File: src/logic/rv_core_pkg.sv
package rv_core_pkg;

	// Major opcodes, instruction bits [6:0]
	typedef enum logic [6:0] {
		OP_LUI    = 7'b0110111,
		OP_AUIPC  = 7'b0010111,
		OP_JAL    = 7'b1101111,
		OP_JALR   = 7'b1100111,
		OP_BRANCH = 7'b1100011,
		OP_LOAD   = 7'b0000011,
		OP_STORE  = 7'b0100011,
		OP_ITYPE  = 7'b0010011,
		OP_RTYPE  = 7'b0110011,
		OP_FENCE  = 7'b0001111,
		OP_SYSTEM = 7'b1110011
	} opcode_e;

	// Operand A select
	// RS1 is the rs1 field zero-extended, for immediate CSR forms
	typedef enum logic [1:0] {
		SRC_A_NONE = 2'd0,
		SRC_A_PC   = 2'd1,
		SRC_A_RD1  = 2'd2,
		SRC_A_RS1  = 2'd3
	} alu_src_a_e;

	// Operand B select
	typedef enum logic [1:0] {
		SRC_B_NONE = 2'd0,
		SRC_B_IMM  = 2'd1,
		SRC_B_RD2  = 2'd2,
		SRC_B_CSR  = 2'd3
	} alu_src_b_e;

	// Register file write-data source
	typedef enum logic [2:0] {
		RF_WD_NONE = 3'd0,
		RF_WD_LUI  = 3'd1,
		RF_WD_ALU  = 3'd2,
		RF_WD_JUMP = 3'd3,
		RF_WD_LOAD = 3'd4,
		RF_WD_CSR  = 3'd5
	} rf_wd_e;

	// Zicsr funct3 encodings
	typedef enum logic [2:0] {
		CSR_NONE = 3'b000,
		CSR_RW   = 3'b001,
		CSR_RS   = 3'b010,
		CSR_RC   = 3'b011,
		CSR_RWI  = 3'b101,
		CSR_RSI  = 3'b110,
		CSR_RCI  = 3'b111
	} csr_op_e;

	// ALU operation class
	typedef enum logic [1:0] {
		ALU_ADD   = 2'd0,
		ALU_FUNCT = 2'd1,
		ALU_CMP   = 2'd2,
		ALU_CSR   = 2'd3
	} alu_op_e;

	// Two-cycle instruction phase
	typedef enum logic {
		PH_FETCH   = 1'b0,
		PH_EXECUTE = 1'b1
	} phase_e;

	// Control word from the control unit
	typedef struct packed {
		logic       jump;
		logic       branch;
		alu_src_a_e alu_src_a;
		alu_src_b_e alu_src_b;
		alu_op_e    alu_op;
		csr_op_e    csr_op;
		logic       rf_write;
		rf_wd_e     rf_wd_select;
		logic       mem_read;
		logic       mem_write;
	} ctrl_t;

	// Instruction fields after decode
	typedef struct packed {
		opcode_e     opcode;
		logic [4:0]  rd;
		logic [4:0]  rs1;
		logic [4:0]  rs2;
		logic [2:0]  funct3;
		logic        funct7_5;
		logic [11:0] csr_addr;
		logic [31:0] imm;
	} decoded_t;

endpackage

File: src/logic/instr_decoder.sv
`timescale 1ns/1ps

module instr_decoder (
	input  logic [31:0]           instr,
	output rv_core_pkg::decoded_t dec
);
	import rv_core_pkg::*;

	logic [31:0] imm_i;
	logic [31:0] imm_s;
	logic [31:0] imm_b;
	logic [31:0] imm_u;
	logic [31:0] imm_j;

	// Immediate formats, all sign-extended from bit 31
	assign imm_i = {{20{instr[31]}}, instr[31:20]};
	assign imm_s = {{20{instr[31]}}, instr[31:25], instr[11:7]};
	// Branch offset, bit 0 always zero
	assign imm_b = {{19{instr[31]}}, instr[31], instr[7], instr[30:25], instr[11:8], 1'b0};
	// Upper immediate already shifted into place
	assign imm_u = {instr[31:12], 12'b0};
	// Jump offset, bit 0 always zero
	assign imm_j = {{11{instr[31]}}, instr[31], instr[19:12], instr[20], instr[30:21], 1'b0};

	always_comb begin
		// Fixed field positions
		dec.opcode   = opcode_e'(instr[6:0]);
		dec.rd       = instr[11:7];
		dec.rs1      = instr[19:15];
		dec.rs2      = instr[24:20];
		dec.funct3   = instr[14:12];
		// SUB and SRA select
		dec.funct7_5 = instr[30];
		dec.csr_addr = instr[31:20];

		// Immediate chosen by format
		case (dec.opcode)
			OP_LUI, OP_AUIPC: begin
				dec.imm = imm_u;
			end
			OP_JAL: begin
				dec.imm = imm_j;
			end
			OP_BRANCH: begin
				dec.imm = imm_b;
			end
			OP_STORE: begin
				dec.imm = imm_s;
			end
			default: begin
				// JALR, loads, I-type, system
				dec.imm = imm_i;
			end
		endcase
	end

endmodule

File: src/logic/control_unit.sv
`timescale 1ns/1ps

module control_unit (
	input  logic                 write_done,
	input  rv_core_pkg::opcode_e opcode,
	input  logic [2:0]           funct3,
	output rv_core_pkg::ctrl_t   ctrl
);
	import rv_core_pkg::*;

	always_comb begin
		// Everything idle unless the opcode asks for it
		ctrl.jump         = 1'b0;
		ctrl.branch       = 1'b0;
		ctrl.alu_src_a    = SRC_A_NONE;
		ctrl.alu_src_b    = SRC_B_NONE;
		ctrl.alu_op       = ALU_ADD;
		ctrl.csr_op       = CSR_NONE;
		ctrl.rf_write     = 1'b0;
		ctrl.rf_wd_select = RF_WD_NONE;
		ctrl.mem_read     = 1'b0;
		ctrl.mem_write    = 1'b0;

		// Only drive control in the execute cycle
		if (write_done) begin
			case (opcode)
				OP_LUI: begin
					// Immediate goes straight to rd
					ctrl.rf_write     = 1'b1;
					ctrl.rf_wd_select = RF_WD_LUI;
				end
				OP_AUIPC: begin
					// PC + upper immediate
					ctrl.alu_src_a    = SRC_A_PC;
					ctrl.alu_src_b    = SRC_B_IMM;
					ctrl.rf_write     = 1'b1;
					ctrl.rf_wd_select = RF_WD_ALU;
				end
				OP_JAL: begin
					// Target PC + imm, link PC+4
					ctrl.jump         = 1'b1;
					ctrl.alu_src_a    = SRC_A_PC;
					ctrl.alu_src_b    = SRC_B_IMM;
					ctrl.rf_write     = 1'b1;
					ctrl.rf_wd_select = RF_WD_JUMP;
				end
				OP_JALR: begin
					// Target R[rs1] + imm
					ctrl.jump         = 1'b1;
					ctrl.alu_src_a    = SRC_A_RD1;
					ctrl.alu_src_b    = SRC_B_IMM;
					ctrl.rf_write     = 1'b1;
					ctrl.rf_wd_select = RF_WD_JUMP;
				end
				OP_BRANCH: begin
					// Compare R[rs1] with R[rs2]
					ctrl.branch    = 1'b1;
					ctrl.alu_src_a = SRC_A_RD1;
					ctrl.alu_src_b = SRC_B_RD2;
					ctrl.alu_op    = ALU_CMP;
				end
				OP_LOAD: begin
					// Address R[rs1] + imm
					ctrl.alu_src_a    = SRC_A_RD1;
					ctrl.alu_src_b    = SRC_B_IMM;
					ctrl.rf_write     = 1'b1;
					ctrl.rf_wd_select = RF_WD_LOAD;
					ctrl.mem_read     = 1'b1;
				end
				OP_STORE: begin
					ctrl.alu_src_a = SRC_A_RD1;
					ctrl.alu_src_b = SRC_B_IMM;
					ctrl.mem_write = 1'b1;
				end
				OP_ITYPE: begin
					// Arithmetic on R[rs1] and imm
					ctrl.alu_src_a    = SRC_A_RD1;
					ctrl.alu_src_b    = SRC_B_IMM;
					ctrl.alu_op       = ALU_FUNCT;
					ctrl.rf_write     = 1'b1;
					ctrl.rf_wd_select = RF_WD_ALU;
				end
				OP_RTYPE: begin
					// Arithmetic on R[rs1] and R[rs2]
					ctrl.alu_src_a    = SRC_A_RD1;
					ctrl.alu_src_b    = SRC_B_RD2;
					ctrl.alu_op       = ALU_FUNCT;
					ctrl.rf_write     = 1'b1;
					ctrl.rf_wd_select = RF_WD_ALU;
				end
				OP_SYSTEM: begin
					// funct3 of 0 or 4 is ECALL/EBREAK or reserved, nothing done
					if (funct3[1:0] != 2'b00) begin
						ctrl.csr_op       = csr_op_e'(funct3);
						ctrl.alu_op       = ALU_CSR;
						// Old CSR value as B
						ctrl.alu_src_b    = SRC_B_CSR;
						// Register forms use R[rs1], immediate forms the rs1 field
						ctrl.alu_src_a    = funct3[2] ? SRC_A_RS1 : SRC_A_RD1;
						ctrl.rf_write     = 1'b1;
						ctrl.rf_wd_select = RF_WD_CSR;
					end
				end
				default: begin
					// FENCE and unknown opcodes stay idle
				end
			endcase
		end
	end

endmodule

File: src/logic/register_file.sv
`timescale 1ns/1ps

module register_file (
	input  logic        clk,
	input  logic        reset,
	input  logic [4:0]  rs1,
	input  logic [4:0]  rs2,
	input  logic [4:0]  rd,
	input  logic [31:0] wdata,
	input  logic        we,
	output logic [31:0] rd1,
	output logic [31:0] rd2
);

	// x1..x31 only, x0 has no storage
	logic [31:0] regs [1:31];

	// Combinational reads, x0 reads as zero
	assign rd1 = (rs1 == 5'd0) ? 32'd0 : regs[rs1];
	assign rd2 = (rs2 == 5'd0) ? 32'd0 : regs[rs2];

	always_ff @(posedge clk) begin
		if (reset) begin
			for (int i = 1; i < 32; i++) begin
				regs[i] <= 32'd0;
			end
		end else if (we && rd != 5'd0) begin
			// Writes to x0 dropped
			regs[rd] <= wdata;
		end
	end

endmodule

File: src/logic/alu.sv
`timescale 1ns/1ps

module alu (
	input  rv_core_pkg::ctrl_t    ctrl,
	input  rv_core_pkg::decoded_t dec,
	input  logic [31:0]           pc,
	input  logic [31:0]           rd1,
	input  logic [31:0]           rd2,
	input  logic [31:0]           csr_rdata,
	output logic [31:0]           result,
	output logic                  branch_taken
);
	import rv_core_pkg::*;

	logic [31:0] op_a;
	logic [31:0] op_b;
	logic [31:0] sra_result;
	logic [31:0] funct_result;
	logic [31:0] csr_new;
	logic        cmp_true;

	always_comb begin
		// Operand A
		case (ctrl.alu_src_a)
			SRC_A_PC:  op_a = pc;
			SRC_A_RD1: op_a = rd1;
			SRC_A_RS1: op_a = {27'd0, dec.rs1};
			default:   op_a = 32'd0;
		endcase
		// Operand B
		case (ctrl.alu_src_b)
			SRC_B_IMM: op_b = dec.imm;
			SRC_B_RD2: op_b = rd2;
			SRC_B_CSR: op_b = csr_rdata;
			default:   op_b = 32'd0;
		endcase
	end

	// Kept apart so the shift stays signed
	assign sra_result = $signed(op_a) >>> op_b[4:0];

	always_comb begin
		// R and I arithmetic by funct3
		case (dec.funct3)
			3'b000:  funct_result = (dec.opcode == OP_RTYPE && dec.funct7_5) ?
			                        op_a - op_b : op_a + op_b;
			3'b001:  funct_result = op_a << op_b[4:0];
			3'b010:  funct_result = {31'd0, $signed(op_a) < $signed(op_b)};
			3'b011:  funct_result = {31'd0, op_a < op_b};
			3'b100:  funct_result = op_a ^ op_b;
			3'b101:  funct_result = dec.funct7_5 ? sra_result : op_a >> op_b[4:0];
			3'b110:  funct_result = op_a | op_b;
			default: funct_result = op_a & op_b;
		endcase

		// Branch conditions
		case (dec.funct3)
			3'b000:  cmp_true = (op_a == op_b);
			3'b001:  cmp_true = (op_a != op_b);
			3'b100:  cmp_true = $signed(op_a) < $signed(op_b);
			3'b101:  cmp_true = $signed(op_a) >= $signed(op_b);
			3'b110:  cmp_true = op_a < op_b;
			3'b111:  cmp_true = op_a >= op_b;
			default: cmp_true = 1'b0;
		endcase

		// New CSR value, B is the old one
		case (ctrl.csr_op)
			CSR_RW, CSR_RWI: csr_new = op_a;
			CSR_RS, CSR_RSI: csr_new = op_a | op_b;
			CSR_RC, CSR_RCI: csr_new = op_b & ~op_a;
			default:         csr_new = op_b;
		endcase

		case (ctrl.alu_op)
			ALU_ADD:   result = op_a + op_b;
			ALU_FUNCT: result = funct_result;
			ALU_CSR:   result = csr_new;
			default:   result = 32'd0;
		endcase
	end

	// Only meaningful on branches
	assign branch_taken = (ctrl.alu_op == ALU_CMP) && cmp_true;

endmodule

File: src/logic/csr_file.sv
`timescale 1ns/1ps

module csr_file #(
	parameter logic [31:0] hart_id = 32'd0
) (
	input  logic                 clk,
	input  logic                 reset,
	input  logic [11:0]          csr_addr,
	input  rv_core_pkg::csr_op_e csr_op,
	input  logic [31:0]          wdata,
	input  logic                 we,
	output logic [31:0]          rdata
);
	import rv_core_pkg::*;

	// Machine-mode CSR addresses
	localparam logic [11:0] addr_mscratch = 12'h340;
	localparam logic [11:0] addr_mcycle   = 12'hb00;
	localparam logic [11:0] addr_mhartid  = 12'hf14;

	logic [31:0] mscratch;
	logic [31:0] mcycle;
	logic        write_en;

	// No write without a real CSR operation
	assign write_en = we && (csr_op != CSR_NONE);

	// Old value, read before the update
	always_comb begin
		case (csr_addr)
			addr_mscratch: rdata = mscratch;
			addr_mcycle:   rdata = mcycle;
			addr_mhartid:  rdata = hart_id;
			default:       rdata = 32'd0;
		endcase
	end

	always_ff @(posedge clk) begin
		if (reset) begin
			mscratch <= 32'd0;
			mcycle   <= 32'd0;
		end else begin
			// Free-running cycle count
			mcycle <= mcycle + 32'd1;
			if (write_en) begin
				case (csr_addr)
					addr_mscratch: mscratch <= wdata;
					// Software write wins over the increment
					addr_mcycle:   mcycle <= wdata;
					default: begin
						// mhartid is read-only
					end
				endcase
			end
		end
	end

endmodule

File: src/logic/rv_core.sv
`timescale 1ns/1ps

module rv_core #(
	parameter logic [31:0] reset_pc = 32'h0000_0000,
	parameter logic [31:0] hart_id  = 32'h0000_0000
) (
	input  logic        clk,
	input  logic        reset,
	output logic [31:0] imem_addr,
	input  logic [31:0] imem_rdata,
	output logic [31:0] dmem_addr,
	output logic [31:0] dmem_wdata,
	output logic        dmem_read,
	output logic        dmem_write,
	input  logic [31:0] dmem_rdata
);
	import rv_core_pkg::*;

	// addi x0, x0, 0
	localparam logic [31:0] nop_instr = 32'h0000_0013;

	phase_e      phase;
	logic        write_done;
	logic [31:0] pc;
	logic [31:0] pc_plus4;
	logic [31:0] pc_next;
	logic [31:0] instr_q;
	logic [31:0] instr;
	decoded_t    dec;
	ctrl_t       ctrl;
	logic [31:0] rd1;
	logic [31:0] rd2;
	logic [31:0] rf_wdata;
	logic [31:0] alu_result;
	logic        branch_taken;
	logic [31:0] csr_rdata;
	logic        csr_we;

	// Fetch then execute, alternating every clock
	always_ff @(posedge clk) begin
		if (reset) begin
			phase <= PH_FETCH;
		end else begin
			phase <= (phase == PH_FETCH) ? PH_EXECUTE : PH_FETCH;
		end
	end

	assign write_done = (phase == PH_EXECUTE);

	// PC moves only at the end of execute
	always_ff @(posedge clk) begin
		if (reset) begin
			pc <= reset_pc;
		end else if (write_done) begin
			pc <= pc_next;
		end
	end

	// Last executed word, keeps decode stable during fetch
	always_ff @(posedge clk) begin
		if (reset) begin
			instr_q <= nop_instr;
		end else if (write_done) begin
			instr_q <= imem_rdata;
		end
	end

	// ROM data arrives in the execute cycle
	assign instr     = write_done ? imem_rdata : instr_q;
	assign imem_addr = pc;

	instr_decoder u_decoder (
		.instr (instr),
		.dec   (dec)
	);

	control_unit u_control (
		.write_done (write_done),
		.opcode     (dec.opcode),
		.funct3     (dec.funct3),
		.ctrl       (ctrl)
	);

	register_file u_regs (
		.clk   (clk),
		.reset (reset),
		.rs1   (dec.rs1),
		.rs2   (dec.rs2),
		.rd    (dec.rd),
		.wdata (rf_wdata),
		.we    (ctrl.rf_write),
		.rd1   (rd1),
		.rd2   (rd2)
	);

	alu u_alu (
		.ctrl         (ctrl),
		.dec          (dec),
		.pc           (pc),
		.rd1          (rd1),
		.rd2          (rd2),
		.csr_rdata    (csr_rdata),
		.result       (alu_result),
		.branch_taken (branch_taken)
	);

	// CSR write whenever a Zicsr op executes
	assign csr_we = (ctrl.alu_op == ALU_CSR);

	csr_file #(
		.hart_id (hart_id)
	) u_csr (
		.clk      (clk),
		.reset    (reset),
		.csr_addr (dec.csr_addr),
		.csr_op   (ctrl.csr_op),
		.wdata    (alu_result),
		.we       (csr_we),
		.rdata    (csr_rdata)
	);

	assign pc_plus4 = pc + 32'd4;

	always_comb begin
		// Jump target with bit 0 cleared, as JALR requires
		if (ctrl.jump) begin
			pc_next = {alu_result[31:1], 1'b0};
		end else if (ctrl.branch && branch_taken) begin
			pc_next = pc + dec.imm;
		end else begin
			pc_next = pc_plus4;
		end

		// Write-back source
		case (ctrl.rf_wd_select)
			RF_WD_LUI:  rf_wdata = dec.imm;
			RF_WD_ALU:  rf_wdata = alu_result;
			RF_WD_JUMP: rf_wdata = pc_plus4;
			RF_WD_LOAD: rf_wdata = dmem_rdata;
			RF_WD_CSR:  rf_wdata = csr_rdata;
			default:    rf_wdata = 32'd0;
		endcase
	end

	// Word access at R[rs1] + imm
	assign dmem_addr  = alu_result;
	assign dmem_wdata = rd2;
	assign dmem_read  = ctrl.mem_read;
	assign dmem_write = ctrl.mem_write;

endmodule

File: config.mk
export PLATFORM = sky130hd
export DESIGN_NAME = rv_core
export DESIGN_NICKNAME = d
export VERILOG_FILES = /design/src/logic/rv_core_pkg.sv /design/src/logic/instr_decoder.sv /design/src/logic/control_unit.sv /design/src/logic/register_file.sv /design/src/logic/alu.sv /design/src/logic/csr_file.sv /design/src/logic/rv_core.sv
export SDC_FILE = /design/constraint.sdc
export NUM_CORES = 2
export LEC_CHECK = 0
export BUFFER_PORTS_ARGS = -buffer_cell sky130_fd_sc_hd__buf_2
export CORE_MARGIN = 4
export CORE_UTILIZATION = 40
export CTS_BUF_LIST = sky130_fd_sc_hd__clkbuf_4 sky130_fd_sc_hd__clkbuf_8
export CTS_CLUSTER_SIZE = 16
export DETAILED_ROUTE_END_ITERATION = 16
export PLACE_DENSITY_LB_ADDON = 0.08
export SLEW_MARGIN = 5
export SYNTH_ARGS = -nofsm -noshare
export SYNTH_HDL_FRONTEND = slang
export SYNTH_HIERARCHICAL = 1
export SYNTH_SLANG_ARGS = --single-unit
File: constraint.sdc
create_clock -name clk -period 8.3 [get_ports clk]
set_input_delay 0.415 -clock clk [delete_from_list [all_inputs] [get_ports clk]]
set_output_delay 0.415 -clock clk [all_outputs]
set_load 0.005 [all_outputs]
[Yosys cells after proc, flatten, opt, wreduce, memory -nomap -nowiden]
Memories as Yosys holds them, arrays and structs flattened.
Cells that the tools add are included.
Widths: inputs -> output; s select.
Word-level totals
  output and inout bits: 98
  bits of input ports: 66
  bits in writable memories: 992
  memories: 1
  register bits: 129
  logic and storage cells: 126
Operators by class
  muxes and demuxes: 38
  reductions and logical operators: 24
  order comparisons: 4
  add/subtract/negate cells: 5
  eq/ne operators: 41
  bitwise gates (word level): 5
  shifts and indexed selects: 3
Memory list
  u_regs.regs: depth 31, width 32, read ports 2, clocked after memory_dff 0, write ports 31, line register_file.sv:16  | logic [31:0] regs [1:31];
Operators by type and width (count)
  $pmux 32 s3: 4
  $mux 32: 10
  $pmux 32 s7: 1
  $pmux 32 s5: 1
  $pmux 31 s4: 1
  $add 32x32->32: 2
  $and 32x32->32: 2
  $ge 32x32->1: 2
  $lt 32x32->1: 2
  $pmux 32 s2: 1
  $add 32x1->32 const B: 1
  $add 32x3->32 const B: 1
  $eq 32x32->1: 1
  $ne 32x32->1: 1
  $not 32->32: 1
  $or 32x32->32: 1
  $reduce_or 32->1: 1
  $shl 32x5->32: 1
  $shr 32x5->32: 1
  $sshr 32x5->32: 1
  $sub 32x32->32: 1
  $xor 32x32->32: 1
  $eq 7x7->1 const B: 4
  $eq 3x3->1 const B: 9
  29 further kinds: 69

[Longest topological paths before layout]
  word-level depth: 13
  mapped depth: 39
  mapped depth without buffers: 27

[By module]
The synthesis kept the hierarchy.
By module, submodules not included
  register_file: cells an instance 3500, area an instance 54225.8 um^2, instances 1
  alu: cells an instance 1765, area an instance 11806.3 um^2, instances 1
  rv_core: cells an instance 788, area an instance 6163.4 um^2, instances 1
  csr_file: cells an instance 395, area an instance 3228.1 um^2, instances 1
  instr_decoder: cells an instance 102, area an instance 698.2 um^2, instances 1
  control_unit: cells an instance 70, area an instance 405.4 um^2, instances 1

[Worst setup path after synthesis]
Ideal clock, no wire load.
  kind: reg2reg
  start: register phase
  end: register pc[30], in the netlist imem_addr[30]
  arrival time: 8.642 ns
  period minus slack after synthesis: 8.733 ns
  cell stages (with the launch flop): 37
  slack: -0.433 ns
  library setup time: 0.091 ns
  data required time: 8.209 ns
  cell sequence: dfxtp_1 -> clkbuf_1 -> buf_1 -> mux2_2 -> buf_4 -> buf_2 -> or3b_2 -> buf_1 -> clkbuf_1 -> o22ai_1 -> a2111oi_1 -> nor3_1 -> a22o_1 -> clkbuf_1 -> buf_1 -> clkbuf_1 -> buf_1 -> ha_1 -> buf_6 -> or3b_1 -> a211o_1 -> and4_4 -> o41ai_4 -> a21oi_2 -> o31ai_4 -> a31oi_4 -> mux2_4 -> a21bo_1 -> and3_1 -> and2_1 -> clkbuf_1 -> nand2_1 -> clkbuf_1 -> a21oi_1 -> a21oi_1 -> o221ai_1 -> a311oi_1
RTL lines
  start, declared: line rv_core.sv:22  | phase_e phase;
  start signal, assigned: line rv_core.sv:44  | phase <= (phase == PH_FETCH) ? PH_EXECUTE : PH_FETCH;
  $mux 32 (*)
  via instr[21]: line rv_core.sv:28  | logic [31:0] instr;
  $mem_v2 31x32 / $logic_not 5->1 (equally long branches)
  $mux 32 (*): line register_file.sv:20  | assign rd2 = (rs2 == 5'd0) ? 32'd0 : regs[rs2];
  via dmem_wdata[2]: line rv_core.sv:12  | output logic [31:0] dmem_wdata,
  $pmux 32 s3 (*): line alu.sv:31  | case (ctrl.alu_src_b)
  $ge 32x32->1 (tied with other cells): line alu.sv:63  | 3'b111: cmp_true = op_a >= op_b;
  $pmux 1 s6 (*): line alu.sv:57  | case (dec.funct3)
  $logic_and 1x1->1 (*): line alu.sv:84  | assign branch_taken = (ctrl.alu_op == ALU_CMP) && cmp_true;
  via branch_taken: line rv_core.sv:35  | logic branch_taken;
  $logic_and 1x1->1 (*): line rv_core.sv:128  | end else if (ctrl.branch && branch_taken) begin
  $mux 32 (*): line rv_core.sv:128
  $mux 32 (*): line rv_core.sv:126  | if (ctrl.jump) begin
  end signal, assigned: line rv_core.sv:53  | pc <= reset_pc;
  end signal, assigned: line rv_core.sv:55  | pc <= pc_next;
  end, declared: line rv_core.sv:24  | logic [31:0] pc;
Mark *: on every way through the listed nets, which the timed path passes. The rest lies on a longest branch.
A chain may end at the register's enable or synchronous reset.

[Final worst setup path]
  start: register phase
  end: output port dmem_addr[31]
RTL lines
  $mux 32 (*)
  via instr[18]: line rv_core.sv:28
  $mem_v2 31x32 / $logic_not 5->1 (equally long branches)
  $mux 32 (*): line register_file.sv:19  | assign rd1 = (rs1 == 5'd0) ? 32'd0 : regs[rs1];
  via rd1[10]: line rv_core.sv:31  | logic [31:0] rd1;
  $pmux 32 s3 (*): line alu.sv:24  | case (ctrl.alu_src_a)
  $add 32x32->32 (tied with other cells): line alu.sv:46, alu.sv:76
  $mux 32 (on tied branches): line alu.sv:45, alu.sv:51
  $pmux 32 s7: line alu.sv:44  | case (dec.funct3)
  $pmux 32 s3 (*): line alu.sv:75  | case (ctrl.alu_op)
  end, declared: line rv_core.sv:11  | output logic [31:0] dmem_addr,
Marks and branches as above.

==> reports/results.txt <==
Routed WL: 378900 µm
crit path DAT: 7.90 ns
pre-CTS WS: -0.2813 ns
final worst path period share: 100.1%
Peak VDD IR: 0.1468 mV
sequential share of the synthesized area: 43.56%
Fill cells: 17369
synthesized area per cell: 11.56 µm²
Routed Antenna Nets: 0
starting DRC count in detailed routing: 8529
Core Area: 0.1902 mm²
Worst R2R End: imem_addr[30]
post-route minimum period: 8.312 ns
CP Capture Type: output port
CTS tree: done
GRT Resource Usage Total: 37.11%
asr flop ratio synth: 0%
outcome: finished, violations left
footprint of the multi-input gates: 0.04109 mm²
Yosys cell types: 127
Worst Hold Depth: 4
Fin Hold WS: 0.08823 ns
reg2reg path depth: 29
RSZ-0062 raised after global routing: true
gp weighted congestion: 1.030
chip height: 445.4 µm
I/O pin cnt: 164
slowest stage cell, crit path: nor3_1
pwr dens: 181.1 mW/mm²
Port Buffers: 163
GRT overflow: 0
CTS sink count: 1153
area grow syn2layout: 16.87%
Slew Limit Fails: 0
# setup viols final: 1
Reg area: 0.03334 mm²
post-DP HPWL: 255400 µm
Syn Inst Count: 6620
Slew @ Worst Pin: 1.237 ns
largest net degree at the start of global routing: 76
ys flop type: edfxtp_1
relative slew slack: 17.36%
clock-pin slew on the worst setup and hold paths: 0.06 ns
Setup Crit Path Kind: reg -> out
Cell Rows: 160
violated checks: negative setup slack
WP data required: 7.89 ns
Hold Vio Cnt, Final: 0
Worst Hold Class: in -> reg
Via Count: 63772
Synth Register Bits: 1153
die span in x: 445.4 µm
Routed wire per std cell: 38.94 µm
Post-synth EDFFs: 1024
root buffer cell: clkbuf_8
htree depth: 4
most frequent CP cell: buf_4
Reg-to-Reg Start: phase
R2R Setup Slk: 0.61 ns
Starting Density: 40.24%
nets@finish: 7260
worst-path maximum fanout: 18
Die Footprint: 0.1984 mm²
vias per std cell: 6.553
DRC viols: 0
largest buffer count on any clock path: 3
vias in the first global route: 61187
Mapped Area: 0.07653 mm²
TritonCTS Buffers: 209
initial antenna violation count: 44
Worst Skew: 0.1286 ns
drt pass-1 iters: 6
LEAKAGE: 33.07 nW
Hold Startpoint: imem_rdata[2]
Yosys warnings: 6
share of layout cells above drive strength 1: 28.28%
slowest stage delay, CP: 0.62 ns
Max-Cap Viols: 0
hold path endpoint: instr_q[2]
fin worst setup slack: -0.01156 ns
total power: 16.19 mW
Startpoint Class: register
worst skew pair latency: 1.02 ns
first-pass GRT wire length: 511500 µm
Achievable Freq: 120.3 MHz
per-layer routing:
| metal | wire length, µm | share of wire, % | up-vias | GRT usage (%) |
|---|---|---|---|---|
| met5 | 36 | 0.0095 | - | 0 |
| met4 | 27720 | 7.3 | 6 | 23.21 |
| met3 | 37170 | 9.8 | 1030 | 8.023 |
| met2 | 170600 | 45 | 4335 | 57.80 |
| met1 | 143400 | 38 | 32455 | 47.18 |
| li1 | - | - | 25946 | - |
area by class of cell:
type,count,area share [%]
timing repair buffer,826,7.787
inverter,162,0.6827
clock buffer,295,4.008
clock inverter,83,0.7205
multi-input combinational,4677,45.95
sequential,1153,37.27
tap,2511,3.513
antenna,24,0.06715
cells by family after synthesis:
kind of cell / after synthesis / share of synthesized area, %
XOR/XNOR: 120 / 1.373
multiplexers: 875 / 19.72
flip-flops: 1153 / 43.56
other: 1 / 0.004900
adder cells (fa/ha/maj): 165 / 2.727
AO/OA/AOI/OAI: 1358 / 12.46
AND/OR/NAND/NOR: 2123 / 15.35
buffers and inverters: 825 / 4.807
registers in the layout, indices dropped and copies added (netlist names):
name and flops:
u_csr/mcycle 32, u_csr/mscratch 32, u_regs/regs 1024, imem_addr 32, phase 1, instr_q 32
repair_timing:
action                     4_1_cts  5_1_grt
hold endpoints to repair        16        0
setup buffers                   26       16
setup endpoints to repair      262       15
pin swaps                        8       10
cloned                          10        4
gates resized for setup        161       80
hold buffers                    16        0
critical path, delay by kind of cell (launching register included):
kind	cells	cell delay [ns]
compound gates	9	2.31
fa+ha+maj	1	0.36
simple gates	4	1.09
xor+xnor	1	0.14
flops	1	0.38
buf+inv	12	2.19
mux	1	0.37
where the power goes:
group / leakage [nW] / switching [mW] / internal (mW)
logic: 19.2 / 2.49 / 1.50
clock network: 2.22 / 2.66 / 2.93
registers: 11.6 / 0.120 / 6.50
total: 33.1 / 5.26 / 10.9
placed cells by master, fill, tap and decap left out, types with 37 or more instances in the layout:
cell and count:
mux4_2 495, and2_1 1047, edfxtp_1 1024, a211oi_1 84
a21o_1 52, xnor2_1 73, mux2_2 97, o21ai_0 223
dfxtp_1 127, nor3_1 90, ha_1 149, nand2_1 310
mux2i_1 263, buf_4 549, inv_1 157, a22o_1 118
clkbuf_4 76, a22oi_1 99, nand3_1 59, buf_2 162
clkbuf_8 219, clkinv_1 52, buf_12 51, o211ai_1 69
xor2_1 47, o22ai_1 121, nand4_1 37, a21oi_1 217
nor2_1 288
metrics by stage:
stage | utilization (%) | area (µm²) | instances | setup TNS (ns)
floorplan | - | 76650 | 6651 | 0
global placement | 43.70 | 83120 | 9257 | -41.99
detailed placement | 43.71 | 83130 | 9257 | -33.88
CTS | 46.67 | 88760 | 9687 | -0.03383
global route | 47.00 | 89380 | 9709 | -0.1128
finish | 47.03 | 89440 | 9731 | -0.01156
synthesized netlist by cell type, types with 35 or more instances:
cell type | number | area, µm²
o21ai_0 | 231 | 1156
edfxtp_1 | 1024 | 30750
a22o_1 | 136 | 1191
a2111oi_1 | 42 | 420.4
nand2_1 | 311 | 1167
xnor2_1 | 73 | 639.4
a31oi_1 | 35 | 219.0
buf_2 | 80 | 400.4
a211oi_1 | 90 | 675.7
xor2_1 | 47 | 411.6
or2_2 | 41 | 256.5
dfxtp_1 | 129 | 2582
and2_1 | 1050 | 6569
ha_1 | 162 | 2027
inv_1 | 157 | 589.3
buf_4 | 84 | 630.6
nand4_1 | 37 | 231.5
nand3_1 | 59 | 295.3
nor3_1 | 111 | 555.5
nor2_1 | 325 | 1220
clkbuf_1 | 440 | 1652
mux4_2 | 495 | 11150
a21oi_1 | 219 | 1096
o211ai_1 | 69 | 518.0
a22oi_1 | 102 | 765.7
o22ai_1 | 135 | 844.6
mux2i_1 | 270 | 2703
mux2_2 | 109 | 1227
buf_1 | 35 | 131.4
a21o_1 | 52 | 390.4
worst max path at each step:
stage,startpoint,end,slack (ns),cells after the start
finish,phase,dmem_addr[31],-0.01,28
global route,phase,dmem_addr[31],-0.08,30
CTS,phase,dmem_addr[16],-0.02,30
detailed placement,imem_rdata[23],u_regs/regs[17][28],-0.28,33
global placement,imem_rdata[23],u_regs/regs[25][28],-0.36,33
floorplan,phase,imem_addr[30],0.02,38
(Power assumes the default switching activity.)
